`config.mk`:
```
export PLATFORM = sky130hd
export DESIGN_NAME = dab_modulator_top
export DESIGN_NICKNAME = d
export VERILOG_FILES = /design/src/common/dab_pkg.sv /design/src/pwm/pwm_chain.sv /design/src/pwm/pwm_generator.sv /design/src/dab_core/dab_operating_core.sv /design/src/hdl/dab_modulator_top.sv
export VERILOG_INCLUDE_DIRS = /design/src /design/src/common
export SDC_FILE = /design/constraint.sdc
export NUM_CORES = 1
export LEC_CHECK = 0
export BUFFER_PORTS_ARGS = -buffer_cell sky130_fd_sc_hd__buf_2
export CAP_MARGIN = 30
export CORE_ASPECT_RATIO = 0.8
export CORE_MARGIN = 2
export CORE_UTILIZATION = 42
export DETAILED_ROUTE_END_ITERATION = 16
export GPL_TIMING_DRIVEN = 1
export PLACE_DENSITY = 0.56
export SKIP_LAST_GASP = 1
export SYNTH_ARGS = -nofsm -noshare
export SYNTH_HDL_FRONTEND = slang
export SYNTH_SLANG_ARGS = --single-unit
export TNS_END_PERCENT = 10
```
`constraint.sdc`:
```
create_clock -name clock -period 12.1 [get_ports clock]
set_input_delay 1.21 -clock clock [delete_from_list [all_inputs] [get_ports clock]]
set_output_delay 1.21 -clock clock [all_outputs]
set_load 0.005 [all_outputs]
```
`src/common/dab_cfg.svh`:
```
// Word width and register address map shared by the DAB modulator blocks
`ifndef DAB_CFG_SVH
`define DAB_CFG_SVH

// Width of every count, address and register word
`define DATA_WIDTH 16

// Generator control word, common to both chains
`define CTRL_ADDR 16'h0000

// Chain n owns the register window starting at (n + 1) * CHAIN_STRIDE
`define CHAIN_STRIDE 'h100

// Register offsets inside a chain window
`define COMPARE_OFFSET 'h00
`define COMPARE_STEP 'h04
`define PERIOD_OFFSET 'h1C
`define PHASE_OFFSET 'h20

// Compare registers per chain
`define N_COMPARES 4

// One chain per bridge
`define N_CHAINS 2

`endif

```
`src/common/dab_pkg.sv`:
```
// Shared types and address helper for the DAB modulator register write stream
`include "dab_cfg.svh"

package dab_pkg;

    // Generator control word
    typedef struct packed {
        logic [`DATA_WIDTH-3:0] reserved;
        logic                   load;
        logic                   run;
    } pwm_control_t;

    // A write word is a count for chain registers and a control word at CTRL_ADDR
    typedef union packed {
        logic [`DATA_WIDTH-1:0] count;
        pwm_control_t           control;
    } pwm_word_t;

    // Address of a register inside the window of a chain
    function automatic logic [`DATA_WIDTH-1:0] chain_register_address(
        input int unsigned chain,
        input int unsigned offset
    );
        logic [31:0] full_address;
        full_address = (chain + 1) * `CHAIN_STRIDE + offset;
        return full_address[`DATA_WIDTH-1:0];
    endfunction

endpackage

```
`src/pwm/pwm_chain.sv`:
```
// PWM chain producing a phase-shifted local count and the two leg signals of one bridge
`timescale 1ns/1ns
`include "dab_cfg.svh"

module pwm_chain (
    input  logic                   clock,
    input  logic                   reset,
    input  logic                   run,
    input  logic [`DATA_WIDTH-1:0] timebase,
    input  logic [`DATA_WIDTH-1:0] period,
    input  logic [`DATA_WIDTH-1:0] phase,
    input  logic [`DATA_WIDTH-1:0] compare_0,
    input  logic [`DATA_WIDTH-1:0] compare_1,
    input  logic [`DATA_WIDTH-1:0] compare_2,
    input  logic [`DATA_WIDTH-1:0] compare_3,
    output logic                   leg_a,
    output logic                   leg_b
);

    logic [`DATA_WIDTH:0]   count_sum;
    logic [`DATA_WIDTH-1:0] local_count;

    // Timebase and phase are both below the period, so one subtraction wraps the sum
    assign count_sum = {1'b0, timebase} + {1'b0, phase};

    always_ff @(posedge clock) begin
        if (!reset) begin
            local_count <= '0;
        end else if (count_sum >= {1'b0, period}) begin
            local_count <= count_sum[`DATA_WIDTH-1:0] - period;
        end else begin
            local_count <= count_sum[`DATA_WIDTH-1:0];
        end
    end

    // Leg a spans compares 0 to 2, leg b spans compares 1 to 3
    assign leg_a = run && (local_count >= compare_0) && (local_count < compare_2);
    assign leg_b = run && (local_count >= compare_1) && (local_count < compare_3);

endmodule

```
`src/pwm/pwm_generator.sv`:
```
// PWM generator with register decoder, shadow and active banks, shared timebase and bridge chains
`timescale 1ns/1ns
`include "dab_cfg.svh"

module pwm_generator (
    input  logic                   clock,
    input  logic                   reset,
    input  logic                   write_valid,
    input  logic [`DATA_WIDTH-1:0] write_address,
    input  dab_pkg::pwm_word_t     write_data,
    output logic                   write_ready,
    output logic [2*`N_CHAINS-1:0] pwm_out
);

    import dab_pkg::*;

    pwm_control_t           control_word;
    logic                   accept;
    logic                   control_hit;
    logic                   run;
    logic                   load_pending;
    logic                   load_now;
    logic                   timebase_wrap;
    logic [`DATA_WIDTH-1:0] timebase;

    logic [`DATA_WIDTH-1:0] shadow_period [`N_CHAINS];
    logic [`DATA_WIDTH-1:0] shadow_phase [`N_CHAINS];
    logic [`DATA_WIDTH-1:0] shadow_compare [`N_CHAINS][`N_COMPARES];
    logic [`DATA_WIDTH-1:0] active_period [`N_CHAINS];
    logic [`DATA_WIDTH-1:0] active_phase [`N_CHAINS];
    logic [`DATA_WIDTH-1:0] active_compare [`N_CHAINS][`N_COMPARES];

    // Writes stall while a bank load waits for the timebase wrap
    assign write_ready = !load_pending;
    assign accept = write_valid && write_ready;
    assign control_word = write_data.control;
    assign control_hit = accept && (write_address == `CTRL_ADDR);

    // An empty active period wraps at once, so the first load is taken without delay
    assign timebase_wrap = ({1'b0, timebase} + 1'b1) >= {1'b0, active_period[0]};
    assign load_now = load_pending && (!run || timebase_wrap);

    ////////////////////////////////////////////////////////////////////////////
    // Shadow bank

    always_ff @(posedge clock) begin
        if (accept) begin
            for (int n = 0; n < `N_CHAINS; n++) begin
                if (write_address == chain_register_address(n, `PERIOD_OFFSET)) begin
                    shadow_period[n] <= write_data.count;
                end
                if (write_address == chain_register_address(n, `PHASE_OFFSET)) begin
                    shadow_phase[n] <= write_data.count;
                end
                for (int k = 0; k < `N_COMPARES; k++) begin
                    if (write_address == chain_register_address(n,
                            `COMPARE_OFFSET + k * `COMPARE_STEP)) begin
                        shadow_compare[n][k] <= write_data.count;
                    end
                end
            end
        end
    end

    ////////////////////////////////////////////////////////////////////////////
    // Run control, timebase and active bank

    always_ff @(posedge clock) begin
        if (!reset) begin
            run <= 1'b0;
            load_pending <= 1'b0;
            timebase <= '0;
            for (int n = 0; n < `N_CHAINS; n++) begin
                active_period[n] <= '0;
                active_phase[n] <= '0;
                for (int k = 0; k < `N_COMPARES; k++) begin
                    active_compare[n][k] <= '0;
                end
            end
        end else begin
            if (!run || timebase_wrap) begin
                timebase <= '0;
            end else begin
                timebase <= timebase + 1'b1;
            end
            if (load_now) begin
                load_pending <= 1'b0;
                active_period <= shadow_period;
                active_phase <= shadow_phase;
                active_compare <= shadow_compare;
            end
            if (control_hit) begin
                run <= control_word.run;
                load_pending <= control_word.load;
            end
        end
    end

    for (genvar n = 0; n < `N_CHAINS; n++) begin : chain_gen
        pwm_chain chain_inst (
            .clock     (clock),
            .reset     (reset),
            .run       (run),
            .timebase  (timebase),
            .period    (active_period[n]),
            .phase     (active_phase[n]),
            .compare_0 (active_compare[n][0]),
            .compare_1 (active_compare[n][1]),
            .compare_2 (active_compare[n][2]),
            .compare_3 (active_compare[n][3]),
            .leg_a     (pwm_out[2*n]),
            .leg_b     (pwm_out[2*n+1])
        );
    end

endmodule

```
`src/dab_core/dab_operating_core.sv`:
```
// DAB operating core that derives compare values and bridge phase and programs the PWM generator
`timescale 1ns/1ns
`include "dab_cfg.svh"

module dab_operating_core (
    input  logic                          clock,
    input  logic                          reset,
    input  logic                          start,
    input  logic                          stop,
    input  logic                          update,
    input  logic [1:0]                    modulation_type,
    input  logic [`DATA_WIDTH-1:0]        period,
    input  logic signed [`DATA_WIDTH-1:0] phase_shift_1,
    input  logic signed [`DATA_WIDTH-1:0] phase_shift_2,
    input  logic                          write_ready,
    output logic                          write_valid,
    output logic [`DATA_WIDTH-1:0]        write_address,
    output dab_pkg::pwm_word_t            write_data,
    output logic                          modulator_status,
    output logic                          busy
);

    import dab_pkg::*;

    localparam logic signed [`DATA_WIDTH+1:0] wide_one = 1;
    localparam logic signed [`DATA_WIDTH+1:0] wide_two = 2;

    typedef enum logic [2:0] {
        state_idle,
        state_period,
        state_phase,
        state_compare,
        state_control,
        state_stop
    } core_state_t;

    core_state_t state;
    logic        chain;
    logic [1:0]  index;
    logic        stop_pending;
    logic        accept;
    logic        sequence_begin;

    logic [`DATA_WIDTH-1:0] period_reg;
    logic [`DATA_WIDTH-1:0] phase_reg;
    logic [`DATA_WIDTH-1:0] compare_reg [`N_COMPARES];

    // Two extra bits keep sums and negations of half-range values exact
    logic signed [`DATA_WIDTH+1:0] quarter;
    logic signed [`DATA_WIDTH+1:0] half;
    logic signed [`DATA_WIDTH+1:0] full;
    logic signed [`DATA_WIDTH+1:0] shift_limit;
    logic signed [`DATA_WIDTH+1:0] half_shift_2;
    logic signed [`DATA_WIDTH+1:0] inner_shift;
    logic signed [`DATA_WIDTH+1:0] saturated_shift_1;
    logic signed [`DATA_WIDTH+1:0] phase_sum;
    logic signed [`DATA_WIDTH+1:0] phase_wrapped;
    logic signed [`DATA_WIDTH+1:0] compare_calc [`N_COMPARES];

    ////////////////////////////////////////////////////////////////////////////
    // Modulation arithmetic

    assign quarter = $signed({4'b0000, period[`DATA_WIDTH-1:2]});
    assign half = $signed({3'b000, period[`DATA_WIDTH-1:1]});
    assign full = $signed({2'b00, period});
    assign shift_limit = quarter - wide_one;
    assign half_shift_2 = $signed({{2{phase_shift_2[`DATA_WIDTH-1]}}, phase_shift_2}) / wide_two;

    // Only extended phase shift moves the inner legs
    always_comb begin
        if (modulation_type != 2'd1) begin
            inner_shift = '0;
        end else if (half_shift_2 > shift_limit) begin
            inner_shift = shift_limit;
        end else if (half_shift_2 < -shift_limit) begin
            inner_shift = -shift_limit;
        end else begin
            inner_shift = half_shift_2;
        end
    end

    always_comb begin
        saturated_shift_1 = $signed({{2{phase_shift_1[`DATA_WIDTH-1]}}, phase_shift_1});
        if (saturated_shift_1 > half) begin
            saturated_shift_1 = half;
        end else if (saturated_shift_1 < -half) begin
            saturated_shift_1 = -half;
        end
        phase_sum = half + saturated_shift_1;
        if (phase_sum >= full) begin
            phase_wrapped = phase_sum - full;
        end else begin
            phase_wrapped = phase_sum;
        end
    end

    assign compare_calc[0] = quarter - inner_shift;
    assign compare_calc[1] = quarter + inner_shift;
    assign compare_calc[2] = half + quarter - inner_shift;
    assign compare_calc[3] = half + quarter + inner_shift;

    ////////////////////////////////////////////////////////////////////////////
    // Write sequencer

    assign accept = write_valid && write_ready;
    assign sequence_begin = (state == state_idle) && !stop_pending
                            && (start || (update && modulator_status));

    // Values are frozen for the whole sequence
    always_ff @(posedge clock) begin
        if (sequence_begin) begin
            period_reg <= period;
            phase_reg <= phase_wrapped[`DATA_WIDTH-1:0];
            for (int k = 0; k < `N_COMPARES; k++) begin
                compare_reg[k] <= compare_calc[k][`DATA_WIDTH-1:0];
            end
        end
    end

    always_ff @(posedge clock) begin
        if (!reset) begin
            state <= state_idle;
            chain <= 1'b0;
            index <= 2'd0;
            stop_pending <= 1'b0;
            modulator_status <= 1'b0;
        end else begin
            case (state)
                state_idle: begin
                    if (stop_pending) begin
                        stop_pending <= 1'b0;
                        state <= state_stop;
                    end else if (sequence_begin) begin
                        state <= state_period;
                    end
                end
                state_period: begin
                    if (accept) begin
                        chain <= ~chain;
                        if (chain) begin
                            state <= state_phase;
                        end
                    end
                end
                state_phase: begin
                    if (accept) begin
                        chain <= ~chain;
                        if (chain) begin
                            state <= state_compare;
                        end
                    end
                end
                state_compare: begin
                    if (accept) begin
                        index <= index + 2'd1;
                        if (index == 2'd3) begin
                            chain <= ~chain;
                            if (chain) begin
                                state <= state_control;
                            end
                        end
                    end
                end
                state_control: begin
                    if (accept) begin
                        modulator_status <= 1'b1;
                        state <= state_idle;
                    end
                end
                state_stop: begin
                    if (accept) begin
                        modulator_status <= 1'b0;
                        state <= state_idle;
                    end
                end
                default: state <= state_idle;
            endcase
            if (stop) begin
                stop_pending <= 1'b1;
            end
        end
    end

    assign write_valid = (state != state_idle);
    assign busy = (state != state_idle);

    always_comb begin
        write_address = `CTRL_ADDR;
        write_data = '0;
        case (state)
            state_period: begin
                write_address = chain_register_address(int'(chain), `PERIOD_OFFSET);
                write_data.count = period_reg;
            end
            state_phase: begin
                write_address = chain_register_address(int'(chain), `PHASE_OFFSET);
                // First bridge is the phase reference
                write_data.count = chain ? phase_reg : '0;
            end
            state_compare: begin
                write_address = chain_register_address(int'(chain),
                                    `COMPARE_OFFSET + int'(index) * `COMPARE_STEP);
                write_data.count = compare_reg[index];
            end
            state_control: begin
                write_data.control.run = 1'b1;
                write_data.control.load = 1'b1;
            end
            default: begin
                write_data = '0;
            end
        endcase
    end

endmodule

```
`src/hdl/dab_modulator_top.sv`:
```
// DAB modulator top level where the operating core programs the two-bridge PWM generator
`timescale 1ns/1ns
`include "dab_cfg.svh"

module dab_modulator_top (
    input  logic                          clock,
    input  logic                          reset,
    input  logic                          start,
    input  logic                          stop,
    input  logic                          update,
    input  logic [1:0]                    modulation_type,
    input  logic [`DATA_WIDTH-1:0]        period,
    input  logic signed [`DATA_WIDTH-1:0] phase_shift_1,
    input  logic signed [`DATA_WIDTH-1:0] phase_shift_2,
    output logic                          modulator_status,
    output logic                          busy,
    output logic [2*`N_CHAINS-1:0]        pwm_out
);

    import dab_pkg::*;

    // Register write stream from the core to the generator
    logic                   write_valid;
    logic                   write_ready;
    logic [`DATA_WIDTH-1:0] write_address;
    pwm_word_t              write_data;

    dab_operating_core operating_core (
        .clock            (clock),
        .reset            (reset),
        .start            (start),
        .stop             (stop),
        .update           (update),
        .modulation_type  (modulation_type),
        .period           (period),
        .phase_shift_1    (phase_shift_1),
        .phase_shift_2    (phase_shift_2),
        .write_ready      (write_ready),
        .write_valid      (write_valid),
        .write_address    (write_address),
        .write_data       (write_data),
        .modulator_status (modulator_status),
        .busy             (busy)
    );

    pwm_generator generator (
        .clock         (clock),
        .reset         (reset),
        .write_valid   (write_valid),
        .write_address (write_address),
        .write_data    (write_data),
        .write_ready   (write_ready),
        .pwm_out       (pwm_out)
    );

endmodule

```
==> metrics.md <==
| Metric | Value |
|---|---|
| Iteration-0 DRC count of the detailed router | 2600 |
| Antenna violation net count after detailed routing | 0 |
| Floorplan die area | approximately 0.092 sq mm |
| Proportion of netlist area held by the largest area contributor | 22.8% |
| Worst hold margin | around 580 ps |
| Tcrit/Tclk final | 73.3% |
| Worst stage delay on the critical path | 640 ps |
| Hpwl dp | 74700 um |
| Count of cell types in the netlist | 94 |
| Vias in the first global route | about 28000 |
| Total count of max-transition violations in the final report | 0 |
| Average wire length per cell after detail routing | 21.0 um |
| Total global-route track usage | 23.1% |
| Resized Gates After CTS | 0 |
| Setup CP Type | in2reg |
| Static leakage power | 17.7 nW |
| Power per cell area | 198 mW/mm^2 |
| Critical path buffers and inverters | 3 |
| Design internal power | 4.71 mW |
| Clock tree from TritonCTS | done |
| Multi-input gate area in the final layout | 0.0220 sq mm |
| Switch share | about two fifths |
| Count of final hold-check violations | 0 |
| Share of power burned in registers | between 30% and 40% |
| Filler cells | around 8600 |
| Final GP Congestion | 0.894 |
| Setup violators final | 0 |
| CP top delay family | compound AO/OA/AOI/OAI gates |
| Layout Utilization | 46.0% |
| Area inside the core boundary | 0.0890 sq mm |
| Rel. slew slack | 32.7% |
| Maximum VDD drop | between 200 and 250 uV |
| Worst Tran Pin Value | 1010 ps |
| Initial antenna violation count | 3 |
| Skew-Pair Late Insertion Delay | 680 ps |
| Number of maximum-capacitance violations | 0 |
| Routed WL | between 100000 and 150000 um |
| Sequential area share after synthesis | 36.2% |
| Startpoint type of the worst setup path | primary input |
| Vias post-DR | roughly 30000 |
| WP data arrival | 9280 ps |
| Antenna Cells | 0 |
| Area used by sequential logic in the layout | 0.0136 sq mm |
| Clock network power share | 23.1% |
| Total Negative Setup Slacks | 0 ps |
| Height of the die | 272 um |
| Top Ports | 61 |
| Pin count of the biggest net entering global routing | 144 |
| Number of setup buffers added after CTS | 0 |
| Remaining Overflow, GRT | 0 |
| Final min period | 8870 ps |
| Clock buffer depth | 3 |
| Clock Tree Root | sky130_fd_sc_hd__clkbuf_16 |
| Number of CTS-inserted buffers | 59 |
| Final std cell area, no fill | 0.0409 sq mm |
| Highest-delay cell along the critical path | sky130_fd_sc_hd__a2111oi_0 |
| Number of buffers inserted for hold repair after clock tree synthesis | 0 |
| Synthesized area divided by synthesized cell count | about 9.5 sq um |
| Proportion of synthesized flip-flops having asynchronous set or reset | 0% |
| Final total power | 8.09 mW |
| DIE WIDTH | 339 um |
| H-tree level count | 2 |
| Share of total power in combinational logic | 45.7% |
| Maximum clock frequency | between 100 and 150 MHz |
| Worst-case clock skew | around 50 ps |
| Clock sinks | 538 |
| Maximum fanout encountered on the critical timing path | 15 |
| Number of buffers inserted by port buffering | 60 |
| Run status | finished clean |
| Wire length of the first global-routing pass | approximately 170000 um |
| Placement Rows | 98 |
| RSZ-0062 raised after global routing | no |
| Number of enable flip-flop cells after synthesis | ~290 |
| Initial standard-cell utilization of the core | 42.2% |
| Cell types occupying the most area after synthesis | sky130_fd_sc_hd__edfxtp_1 23%, sky130_fd_sc_hd__dfxtp_1 13%, sky130_fd_sc_hd__ha_1 13%, sky130_fd_sc_hd__a32o_1 5.1%, sky130_fd_sc_hd__a211o_1 4.6% |
| Syn Std Cell Area | between 0.03 and 0.04 sq mm |
| Clock transition at path regs | roughly 60 ps |
| Required arrival time at the worst endpoint | 12510 ps |
| Critical Path End Type | register |
| TritonRoute pass-1 iters | 8 |
| Fraction of layout cells with a size suffix above 1 | approximately 7.4% |
| Cell area after placement | 0.0389 sq mm |
| DRC violations left | 0 |
| Count of mapped cells out of synthesis | 3973 |
| Net total in the final layout | 4350 |
| Class of the tightest hold or removal check | reg2reg |
| Synth Net Count | 4440 |
| DR vias/cell | 5.87 |
| Reported net switching power | 3.39 mW |
| Yosys warning count | 0 |
| #FFs+latches synth | 538 |
| Post-synthesis to final-layout area growth | 8.81% |
| Dominant register cell in the synthesized netlist | sky130_fd_sc_hd__edfxtp_1 |
| Biggest area consumer among synthesized cells | sky130_fd_sc_hd__edfxtp_1 |
-- through the flow --
| step | worst slack (ps) | std cells |
|---|---|---|
| 5_1_grt | 2650 | 5134 |
| 3_3_place_gp | 2830 | 5016 |
| 3_5_place_dp | 2790 | 5020 |
| 6_report | 3230 | 5134 |
| 2_1_floorplan | 3710 | 3973 |
| 4_1_cts | 3470 | 5132 |
-- synth_stat cells, types with 18 or more instances --
library cell	instances
sky130_fd_sc_hd__nand2b_1	33
sky130_fd_sc_hd__o21ai_0	109
sky130_fd_sc_hd__nor2b_1	69
sky130_fd_sc_hd__nand4_1	34
sky130_fd_sc_hd__inv_1	271
sky130_fd_sc_hd__o211ai_1	18
sky130_fd_sc_hd__nand3_1	217
sky130_fd_sc_hd__edfxtp_1	286
sky130_fd_sc_hd__and2_1	32
sky130_fd_sc_hd__nor3_1	42
sky130_fd_sc_hd__a211o_1	197
sky130_fd_sc_hd__nor2_1	298
sky130_fd_sc_hd__buf_1	18
sky130_fd_sc_hd__a32o_1	192
sky130_fd_sc_hd__nand2_1	147
sky130_fd_sc_hd__nor4_1	53
sky130_fd_sc_hd__a21oi_1	168
sky130_fd_sc_hd__or3_1	22
sky130_fd_sc_hd__and3_1	229
sky130_fd_sc_hd__xor2_1	63
sky130_fd_sc_hd__mux2i_1	22
sky130_fd_sc_hd__o21bai_1	26
sky130_fd_sc_hd__a211oi_1	24
sky130_fd_sc_hd__o21a_1	44
sky130_fd_sc_hd__a21o_1	80
sky130_fd_sc_hd__xnor2_1	136
sky130_fd_sc_hd__ha_1	402
sky130_fd_sc_hd__dfxtp_1	252
sky130_fd_sc_hd__clkbuf_1	226
-- cell families after synthesis --
logic type | after synthesis | share of synthesized area (%)
AO/OA/AOI/OAI | 1011 | 20.9
AND/OR/NAND/NOR | 1227 | 16.8
flip-flops | 538 | 36.2
adder cells (fa/ha/maj) | 412 | 13.9
multiplexers | 52 | 2.01
XOR/XNOR | 200 | 4.68
buffers and inverters | 533 | 5.45
-- power by group through the flow --
stage / Combinational [mW] / Sequential, mW / Clock [mW]
floorplan: 2.72 / 2.49 / 0
global placement: 3.61 / 2.55 / 0
detailed placement: 3.65 / 2.56 / 0
CTS: 3.67 / 2.52 / 1.91
global route: 4.08 / 2.55 / 1.98
finish: 3.70 / 2.52 / 1.87
-- path summary, 6_finish.rpt --
check | startpoint | endpoint | slack, ps | cells past startpoint
setup reg to reg | generator.timebase[2] | generator.active_period[13] | 6500 | 13
hold / removal | operating_core.state[0] | operating_core.state[0] | 580 | 2
hold reg to reg | operating_core.state[0] | operating_core.state[0] | 580 | 2
setup / recovery | period[2] | operating_core.compare_reg[2][14] | 3230 | 28
-- routing by layer --
metal | vias up | GRT usage (%) | routed length [um]
met4 | 0 | 5.46 | 2350
met1 | 14500 | 35.3 | 54700
li1 | 14700 | - | -
met2 | 814 | 34.4 | 45100
met5 | - | 0 | 0
met3 | 129 | 2.70 | 5710
-- cell usage in the layout (no fill, tap or decap), types with 16 or more instances in the layout --
cell	synthesis	routed
sky130_fd_sc_hd__o31ai_1	17	17
sky130_fd_sc_hd__a211oi_1	24	24
sky130_fd_sc_hd__nand4_1	34	34
sky130_fd_sc_hd__buf_2	7	59
sky130_fd_sc_hd__a211o_1	197	197
sky130_fd_sc_hd__and3_1	229	229
sky130_fd_sc_hd__nor2b_1	69	69
sky130_fd_sc_hd__xor2_1	63	63
sky130_fd_sc_hd__buf_4	7	43
sky130_fd_sc_hd__o211ai_1	18	18
sky130_fd_sc_hd__nor3_1	42	38
sky130_fd_sc_hd__clkbuf_16	0	59
sky130_fd_sc_hd__xnor2_1	136	136
sky130_fd_sc_hd__nand3_1	217	217
sky130_fd_sc_hd__o21a_1	44	44
sky130_fd_sc_hd__dfxtp_1	252	251
sky130_fd_sc_hd__ha_1	402	402
sky130_fd_sc_hd__a21oi_1	168	168
sky130_fd_sc_hd__o21bai_1	26	26
sky130_fd_sc_hd__nand2_1	147	147
sky130_fd_sc_hd__inv_1	271	271
sky130_fd_sc_hd__nand2b_1	33	33
sky130_fd_sc_hd__a222oi_1	16	16
sky130_fd_sc_hd__edfxtp_1	286	286
sky130_fd_sc_hd__a32o_1	192	192
sky130_fd_sc_hd__a21o_1	80	80
sky130_fd_sc_hd__o21ai_0	109	107
sky130_fd_sc_hd__nor2_1	298	295
sky130_fd_sc_hd__or3_1	22	22
sky130_fd_sc_hd__a31oi_1	17	16
sky130_fd_sc_hd__mux2i_1	22	22
sky130_fd_sc_hd__nor4_1	53	53
sky130_fd_sc_hd__and2_1	32	32
-- worst reg2reg max path, cell delays in order, from the launching register on --
cell and delay [ps]:
sky130_fd_sc_hd__dfxtp_1 530, sky130_fd_sc_hd__nand3_1 160, sky130_fd_sc_hd__nor2_1 230, sky130_fd_sc_hd__nand2_1 100, sky130_fd_sc_hd__nor3_1 600, sky130_fd_sc_hd__xor2_1 190, sky130_fd_sc_hd__ha_1 340, sky130_fd_sc_hd__nand4_1 200
sky130_fd_sc_hd__nor4_1 540, sky130_fd_sc_hd__or4b_4 500, sky130_fd_sc_hd__buf_4 790, sky130_fd_sc_hd__buf_4 890, sky130_fd_sc_hd__nor4_1 150, sky130_fd_sc_hd__a211o_1 260
-- layout make-up --
cell class                 count  area share, %
inverter                     273           2.52
clock inverter                31          0.813
sequential                   538           33.3
clock buffer                  81           4.08
multi-input combinational   2902           53.7
timing repair buffer         109           1.89
tap                         1200           3.67
(Power assumes the default switching activity.)
